### src/verilog/lcdPkg.sv
package lcdPkg;

	//----------------------------------------------------------------------
	// timing, all counts in clock cycles at 50 MHz
	//----------------------------------------------------------------------
	typedef logic [31:0] delay_t; // every timer count travels as this

	localparam delay_t powerUpCycles = 32'd750000; // 15 ms after reset
	localparam delay_t pulseCycles = 32'd12; // enable high time
	localparam delay_t nibbleGapCycles = 32'd50; // ~1 us between byte halves

	// settle after a wake nibble or a full byte
	localparam delay_t settle4msCycles = 32'd205000; // 4.1 ms
	localparam delay_t settle100usCycles = 32'd5000;
	localparam delay_t settle40usCycles = 32'd2000;
	localparam delay_t settleClearCycles = 32'd82000; // 1.64 ms, clear is slow

	localparam logic [7:0] displayChar = 8'h42; // 'B'

	//----------------------------------------------------------------------
	// command bytes
	//----------------------------------------------------------------------
	typedef enum logic [7:0]
	{
		opFunctionSet = 8'h28, // 4-bit bus, 2 lines, 5x8 font
		opEntryMode = 8'h06, // increment, no shift
		opDisplayOn = 8'h0C, // display on, cursor and blink off
		opClear = 8'h01,
		opSetAddress = 8'h80 // DD RAM address 0
	} lcdOpcode_e;

	typedef enum logic [1:0]
	{
		kindWake, // one nibble only, low half of value
		kindCommand, // full byte, RS low
		kindData // full byte, RS high
	} requestKind_e;

	typedef enum logic [1:0]
	{
		settle4ms,
		settle100us,
		settle40us,
		settleClear
	} settle_e;

	// one write job from sequencer to writer
	typedef struct packed
	{
		requestKind_e kind;
		logic [7:0] value;
		settle_e settle;
	} lcdRequest_t;

	// pins toward the panel
	typedef struct packed
	{
		logic enable;
		logic registerSelect; // 0 command, 1 data
		logic [3:0] data; // DB7..DB4
	} lcdBus_t;

	typedef enum logic [3:0]
	{
		stPowerUp,
		stWake0, stWake1, stWake2, stWake3,
		stFunctionSet, stEntryMode, stDisplayOn, stClear, stSetAddress,
		stReady,
		stWriteChar,
		stDone
	} seqState_e;

endpackage

### src/verilog/delayTimer.sv
`timescale 1ns/1ps

module delayTimer
	import lcdPkg::*;
(
	input logic Clock,
	input logic rstN,
	input logic start,
	input delay_t count,
	output logic done
);

	delay_t remaining; // cycles left including the done cycle
	logic armed; // one done per start

	// fires count cycles after the start cycle
	assign done = armed && (remaining == delay_t'(1));

	always_ff @(posedge Clock)
	begin
		if (!rstN)
		begin
			armed <= 1'b0;
			remaining <= '0;
		end
		else if (start) // restart wins over a pending done
		begin
			armed <= 1'b1;
			remaining <= count;
		end
		else if (armed)
		begin
			remaining <= remaining - delay_t'(1);
			if (done)
				armed <= 1'b0; // idle until next start
		end
	end

endmodule

### src/verilog/lcdWriter.sv
`timescale 1ns/1ps

module lcdWriter
	import lcdPkg::*;
(
	input logic Clock,
	input logic rstN,
	input logic requestValid,
	input lcdRequest_t request,
	output logic writeDone,
	output lcdBus_t lcd
);

	typedef enum logic [2:0]
	{
		phIdle,
		phUpper, // first enable pulse, also the only one for wake
		phGap,
		phLower,
		phSettle
	} phase_e;

	phase_e phase;
	lcdRequest_t held; // request captured on the strobe
	logic timerStart;
	delay_t timerCount;
	logic timerDone;
	delay_t settleCount;

	// settle selector to cycles
	function automatic delay_t settleCycles(input settle_e sel);
		delay_t cycles;
		case (sel)
			settle4ms: cycles = settle4msCycles;
			settle100us: cycles = settle100usCycles;
			settle40us: cycles = settle40usCycles;
			settleClear: cycles = settleClearCycles;
			default: cycles = settle40usCycles;
		endcase
		return cycles;
	endfunction

	assign settleCount = settleCycles(held.settle);

	//----------------------------------------------------------------------
	// phase timer control
	//----------------------------------------------------------------------
	always_comb
	begin
		timerStart = 1'b0;
		timerCount = pulseCycles; // default is enable width
		case (phase)
			phIdle: timerStart = requestValid;
			phUpper:
			begin
				timerStart = timerDone;
				// wake goes straight to settle, byte waits for its second half
				timerCount = (held.kind == kindWake) ? settleCount : nibbleGapCycles;
			end
			phGap: timerStart = timerDone; // lower pulse width
			phLower:
			begin
				timerStart = timerDone;
				timerCount = settleCount;
			end
			default: timerStart = 1'b0; // settle runs out on its own
		endcase
	end

	delayTimer phaseTimer
	(
		.Clock(Clock),
		.rstN(rstN),
		.start(timerStart),
		.count(timerCount),
		.done(timerDone)
	);

	always_ff @(posedge Clock)
	begin
		if (phase == phIdle && requestValid)
			held <= request;
	end

	//----------------------------------------------------------------------
	// phase machine and registered bus
	//----------------------------------------------------------------------
	always_ff @(posedge Clock)
	begin
		if (!rstN)
		begin
			phase <= phIdle;
			writeDone <= 1'b0;
			lcd <= '0;
		end
		else
		begin
			writeDone <= 1'b0;
			case (phase)
				phIdle:
					if (requestValid)
					begin
						phase <= phUpper;
						lcd.enable <= 1'b1; // rises the cycle after the strobe
						lcd.registerSelect <= (request.kind == kindData);
						lcd.data <= (request.kind == kindWake) ? request.value[3:0]
							: request.value[7:4];
					end
				phUpper:
					if (timerDone)
					begin
						lcd.enable <= 1'b0;
						phase <= (held.kind == kindWake) ? phSettle : phGap;
					end
				phGap:
				begin
					// swaps one cycle after the fall, long before the next rise
					lcd.data <= held.value[3:0];
					if (timerDone)
					begin
						lcd.enable <= 1'b1;
						phase <= phLower;
					end
				end
				phLower:
					if (timerDone)
					begin
						lcd.enable <= 1'b0;
						phase <= phSettle;
					end
				phSettle:
					if (timerDone)
					begin
						phase <= phIdle;
						writeDone <= 1'b1; // writer already idle here
					end
				default: phase <= phIdle;
			endcase
		end
	end

endmodule

### src/verilog/initSequencer.sv
`timescale 1ns/1ps

module initSequencer
	import lcdPkg::*;
(
	input logic Clock,
	input logic rstN,
	input logic writeDone,
	input logic timerDone,
	output logic timerStart,
	output delay_t timerCount,
	output logic requestValid,
	output lcdRequest_t request,
	output logic ready
);

	seqState_e state;
	logic waitStarted; // power-up timer already kicked

	//----------------------------------------------------------------------
	// step table
	//----------------------------------------------------------------------
	function automatic lcdRequest_t stepRequest(input seqState_e step);
		lcdRequest_t req;
		case (step)
			stWake0: req = '{kindWake, 8'h03, settle4ms};
			stWake1: req = '{kindWake, 8'h03, settle100us};
			stWake2: req = '{kindWake, 8'h03, settle40us};
			stWake3: req = '{kindWake, 8'h02, settle40us}; // switch to 4-bit
			stFunctionSet: req = '{kindCommand, opFunctionSet, settle40us};
			stEntryMode: req = '{kindCommand, opEntryMode, settle40us};
			stDisplayOn: req = '{kindCommand, opDisplayOn, settle40us};
			stClear: req = '{kindCommand, opClear, settleClear};
			stSetAddress: req = '{kindCommand, opSetAddress, settle40us};
			stWriteChar: req = '{kindData, displayChar, settle40us};
			default: req = '{kindCommand, 8'h00, settle40us}; // never strobed
		endcase
		return req;
	endfunction

	// plain successor, wake0 up to clear
	function automatic seqState_e nextStep(input seqState_e step);
		seqState_e next;
		case (step)
			stWake0: next = stWake1;
			stWake1: next = stWake2;
			stWake2: next = stWake3;
			stWake3: next = stFunctionSet;
			stFunctionSet: next = stEntryMode;
			stEntryMode: next = stDisplayOn;
			stDisplayOn: next = stClear;
			stClear: next = stSetAddress;
			default: next = stDone;
		endcase
		return next;
	endfunction

	// request follows the state, stable for the whole step
	assign request = stepRequest(state);

	// power-up wait starts in the first cycle out of reset
	assign timerStart = (state == stPowerUp) && !waitStarted;
	assign timerCount = powerUpCycles;

	//----------------------------------------------------------------------
	// step machine
	//----------------------------------------------------------------------
	always_ff @(posedge Clock)
	begin
		if (!rstN)
		begin
			state <= stPowerUp;
			waitStarted <= 1'b0;
			requestValid <= 1'b0;
			ready <= 1'b0;
		end
		else
		begin
			requestValid <= 1'b0; // strobes are single cycle
			ready <= 1'b0;
			if (state == stPowerUp)
				waitStarted <= 1'b1;
			case (state)
				stPowerUp:
					if (timerDone)
					begin
						state <= stWake0;
						requestValid <= 1'b1;
					end
				stSetAddress:
					if (writeDone)
					begin
						state <= stReady;
						ready <= 1'b1; // panel set up, one-cycle pulse
					end
				stReady:
				begin
					state <= stWriteChar;
					requestValid <= 1'b1;
				end
				stWriteChar:
					if (writeDone)
						state <= stDone;
				stDone: state <= stDone; // parked until reset
				default:
					if (writeDone) // wake nibbles and config bytes
					begin
						state <= nextStep(state);
						requestValid <= 1'b1;
					end
			endcase
		end
	end

endmodule

### src/verilog/lcdControl.sv
`timescale 1ns/1ps

module lcdControl
	import lcdPkg::*;
(
	input logic Clock,
	input logic rstN,
	output lcdBus_t lcd,
	output logic ready
);

	logic timerStart;
	delay_t timerCount;
	logic timerDone;
	logic requestValid;
	lcdRequest_t request;
	logic writeDone;

	initSequencer sequencer
	(
		.Clock(Clock),
		.rstN(rstN),
		.writeDone(writeDone),
		.timerDone(timerDone),
		.timerStart(timerStart),
		.timerCount(timerCount),
		.requestValid(requestValid),
		.request(request),
		.ready(ready)
	);

	// 15 ms wait before the first wake nibble
	delayTimer powerUpTimer
	(
		.Clock(Clock),
		.rstN(rstN),
		.start(timerStart),
		.count(timerCount),
		.done(timerDone)
	);

	lcdWriter writer
	(
		.Clock(Clock),
		.rstN(rstN),
		.requestValid(requestValid),
		.request(request),
		.writeDone(writeDone),
		.lcd(lcd)
	);

endmodule

### config.mk
export PLATFORM = sky130hd
export DESIGN_NAME = lcdControl
export DESIGN_NICKNAME = d
export VERILOG_FILES = /design/src/verilog/lcdPkg.sv /design/src/verilog/delayTimer.sv /design/src/verilog/lcdWriter.sv /design/src/verilog/initSequencer.sv /design/src/verilog/lcdControl.sv
export SDC_FILE = /design/constraint.sdc
export NUM_CORES = 1
export LEC_CHECK = 0
export ABC_AREA = 1
export BUFFER_PORTS_ARGS = -buffer_cell sky130_fd_sc_hd__buf_2
export CAP_MARGIN = 20
export CORE_MARGIN = 2
export CORE_UTILIZATION = 40
export DETAILED_ROUTE_END_ITERATION = 16
export PLACE_DENSITY = 0.62
export RECOVER_POWER = 50
export SYNTH_ARGS = -nofsm -noshare
export SYNTH_HDL_FRONTEND = slang
export SYNTH_SLANG_ARGS = --single-unit
export TNS_END_PERCENT = 5
### constraint.sdc
create_clock -name Clock -period 2.5 [get_ports Clock]
set_clock_uncertainty 0.2 [all_clocks]
set_input_delay 0.375 -clock Clock [delete_from_list [all_inputs] [get_ports Clock]]
set_output_delay 0.375 -clock Clock [all_outputs]
set_load 0.03 [all_outputs]
==> results.md <==
* Status: finished clean
* Die X at 122.4 um
* Max_cap viols at 0
* Cells after Synth at 777
* Gpl congestion at 0.8353
* Synth Flop Type: dfxtp_1
* H-tree depth at 3
* First DRT Iteration DRCs at 224
* Syn-to-layout area delta at 10.25%
* Syn Area/Cell at 7.213 um2
* Crit path largest cell delay at 0.32 ns
* Post-layout nets at 812
* Non-Filler Instances at 979
* Worst Hold Class: reg -> reg
* Mapped Nets at 795
* Worst-path clk slew at 0.07 ns
* FMAX at 432.8 MHz
* Via count at 4,766
* Worst skew pair latency at 0.35 ns
* Fin. Hold Viols at 0
* CP Capture Type: flop
* CP max-delay cell: dfxtp_1
* Row cnt at 43
* Post-place setup slack at 0.1382 ns
* # IOs at 9
* Max-slew headroom at 57.54%
* Die Height at 122.4 um
* Clock Sinks at 105
* Hold Slack at 0.2086 ns
* DP HPWL at 8844 um
* Number of synthesized flops with an enable pin at 8
* Placed Instances at 963
* Multi-input logic area at 2984 um2
* IR Drop Worst-Case VDD at 0.5688 mV
* Core footprint at 13,770 um2
* Critical path data arrival time at 2.41 ns
* Sequential area share after synthesis at 38.94%
* Post-synth top area share at 34.65%
* DR vias/cell at 4.868
* Library cells used by synthesis at 47
* Dominant cell type by area after synthesis: dfxtp_1
* Top cells by area, synth: dfxtp_1 35%, nand2_1 9.0%, nor2_1 8.4%, inv_1 6.0%, nand3_1 5.0%
* CP Max Fanout at 6
* LEAKAGE at 2.817 nW
* Post-Syn Area at 5604 um2
* Drt wl/cell at 12.05 um
* P per Cell Area at 1068 nW/um2
* CP Cell Sequence: nor2_1 -> nand2_1 -> nor2_1 -> nand2_1 -> nor2_1 -> nand2_1 -> nand2_2 -> nand2_1 -> nand2_1 -> nand3_2 -> ha_1 -> inv_1 -> nand4_1 -> nand2_1 -> nand2_1 -> nand2_1
* Starting Density at 40.69%
* Routed wire length at 11,800 um
* Post-route ant nets at 0
* Slew Limit Fails at 0
* Largest net degree at the start of global routing at 24
* Async SR Flop Fraction at 0%
* Commonest cells in the netlist: 135 x nand2_1, 126 x nor2_1, 97 x dfxtp_1
* Final WS setup at 0.1896 ns
* Slew @ Worst Pin at 0.6369 ns
* CP Class: reg -> reg
* Port bufs at 8
* RSZ-0062 raised after global routing: yes
* Cell with the most instances after synthesis: nand2_1
* Vias in the first global route at 4,350
* Final period utilization at 92.42%
* Num CTS Buffers at 9
* Clk root buf: clkbuf_16
* Fin crit period at 2.310 ns
* Detailed Routing Iterations Pass 1 at 5
* Global-route wire length before repair at 20,320 um
* Fillcell total at 1,459
* Clock buffer depth at 2
* Register Area at 2182 um2
* Ant diodes at 0
* GRT Total Usage at 16.87%
* Yosys warning total at 0
* CTS tree: done
* Drt drc at 0
* GRT overflow at 0
* CP required at 2.60 ns
* Initial antenna violation count at 0
* Startpoint Class: flop
* Layout cells sized above 1 at 10.39%
* Worst path most repeated cell: nand2_1
* Synth Register Bits at 105
* Die area at 14,970 um2
* Setup violators final at 0
[layout by cell type (no fill, tap or decap), types with 6 or more instances in the layout]
master     instances
nor2_1           123
nor3_1            21
edfxtp_1           8
xnor2_1           10
inv_2              8
a21oi_1           42
dfxtp_1           97
inv_1             92
ha_1              16
clkbuf_16          9
or2_0              6
clkbuf_1          10
nor2_2            14
xor2_1            18
or2_2              7
nand3_1           55
buf_4              8
nand4_1           14
nand2_1          135
o21ai_0           41
[metrics by stage]
stage	TNS, ns	instance area [um2]	power (mW)	utilization (%)
global placement	0	5884	5.147	42.72
floorplan	0	5604	4.543	-
finish	0	6178	6.600	44.86
global route	-0.06308	6178	7.183	44.86
detailed placement	0	5884	5.152	42.72
CTS	0	6186	6.638	44.91
[final timing paths]
check / end / slack, ns / cells past startpoint / startpoint
worst max-delay path: sequencer.request[10] / 0.19 / 16 / powerUpTimer.remaining[10]
worst min-delay path: writer.held[1] / 0.21 / 0 / sequencer.request[1]
worst max register to register: sequencer.request[10] / 0.19 / 16 / powerUpTimer.remaining[10]
worst min register to register: writer.held[1] / 0.21 / 0 / sequencer.request[1]
[state kept, by name (all words and copies together) (netlist names), named ones only]
signal                       flops
powerUpTimer.armed               1
powerUpTimer.remaining          32
sequencer.ready                  1
sequencer.request               10
sequencer.requestValid           1
sequencer.state                  4
sequencer.waitStarted            1
writer.held                      8
writer.lcd                       6
writer.phase                     3
writer.phaseTimer.armed          1
writer.phaseTimer.remaining     32
writer.writeDone                 1
[report_power, final]
part           internal [mW]  switching (mW)
combinational          0.994            1.89
sequential              2.02           0.248
clock                  0.792           0.658
total                   3.81            2.79
[worst max-delay path: cells and delay by family, from the launching register on]
| kind | cells | cell delay, ns |
|---|---|---|
| and+or+nand+nor | 14 | 1.42 |
| DFF | 1 | 0.32 |
| adders and majority gates | 1 | 0.26 |
| buffers and inverters | 1 | 0.07 |
[logic make-up (layout without fill, tap and decap cells)]
kind of cell             Yosys count  in the layout  share of synthesized area [%]
AO/OA/AOI/OAI                    100            100                          9.578
XOR/XNOR                          28             28                          4.376
adder cells (fa/ha/maj)           16             16                          3.572
buffers and inverters            114            136                          7.971
flip-flops                       105            105                          38.94
multiplexers                       1              1                         0.1786
AND/OR/NAND/NOR                  413            413                          35.39
[layout make-up]
cell class / count / area share, %
multi-input cells: 558 / 48.30
flip-flops and latches: 105 / 35.32
inverters: 102 / 6.258
clock buffers: 10 / 3.706
well taps: 180 / 3.645
repair buffers: 18 / 1.600
clock inverters: 6 / 1.175
[repair_timing]
action	in CTS	in global routing
hold buffers	0	0
setup endpoints to repair	0	10
gates resized for setup	0	5
buffers inserted	0	0
[per-layer routing]
metal / global-route usage, % / up-vias / routed length [um]
met4: 5.172 / 0 / 142
met3: 3.346 / 9 / 244
met2: 25.87 / 41 / 5244
met5: 0 / - / 0
li1: - / 2541 / -
met1: 23.90 / 2175 / 6167
(Power assumes the default switching activity.)
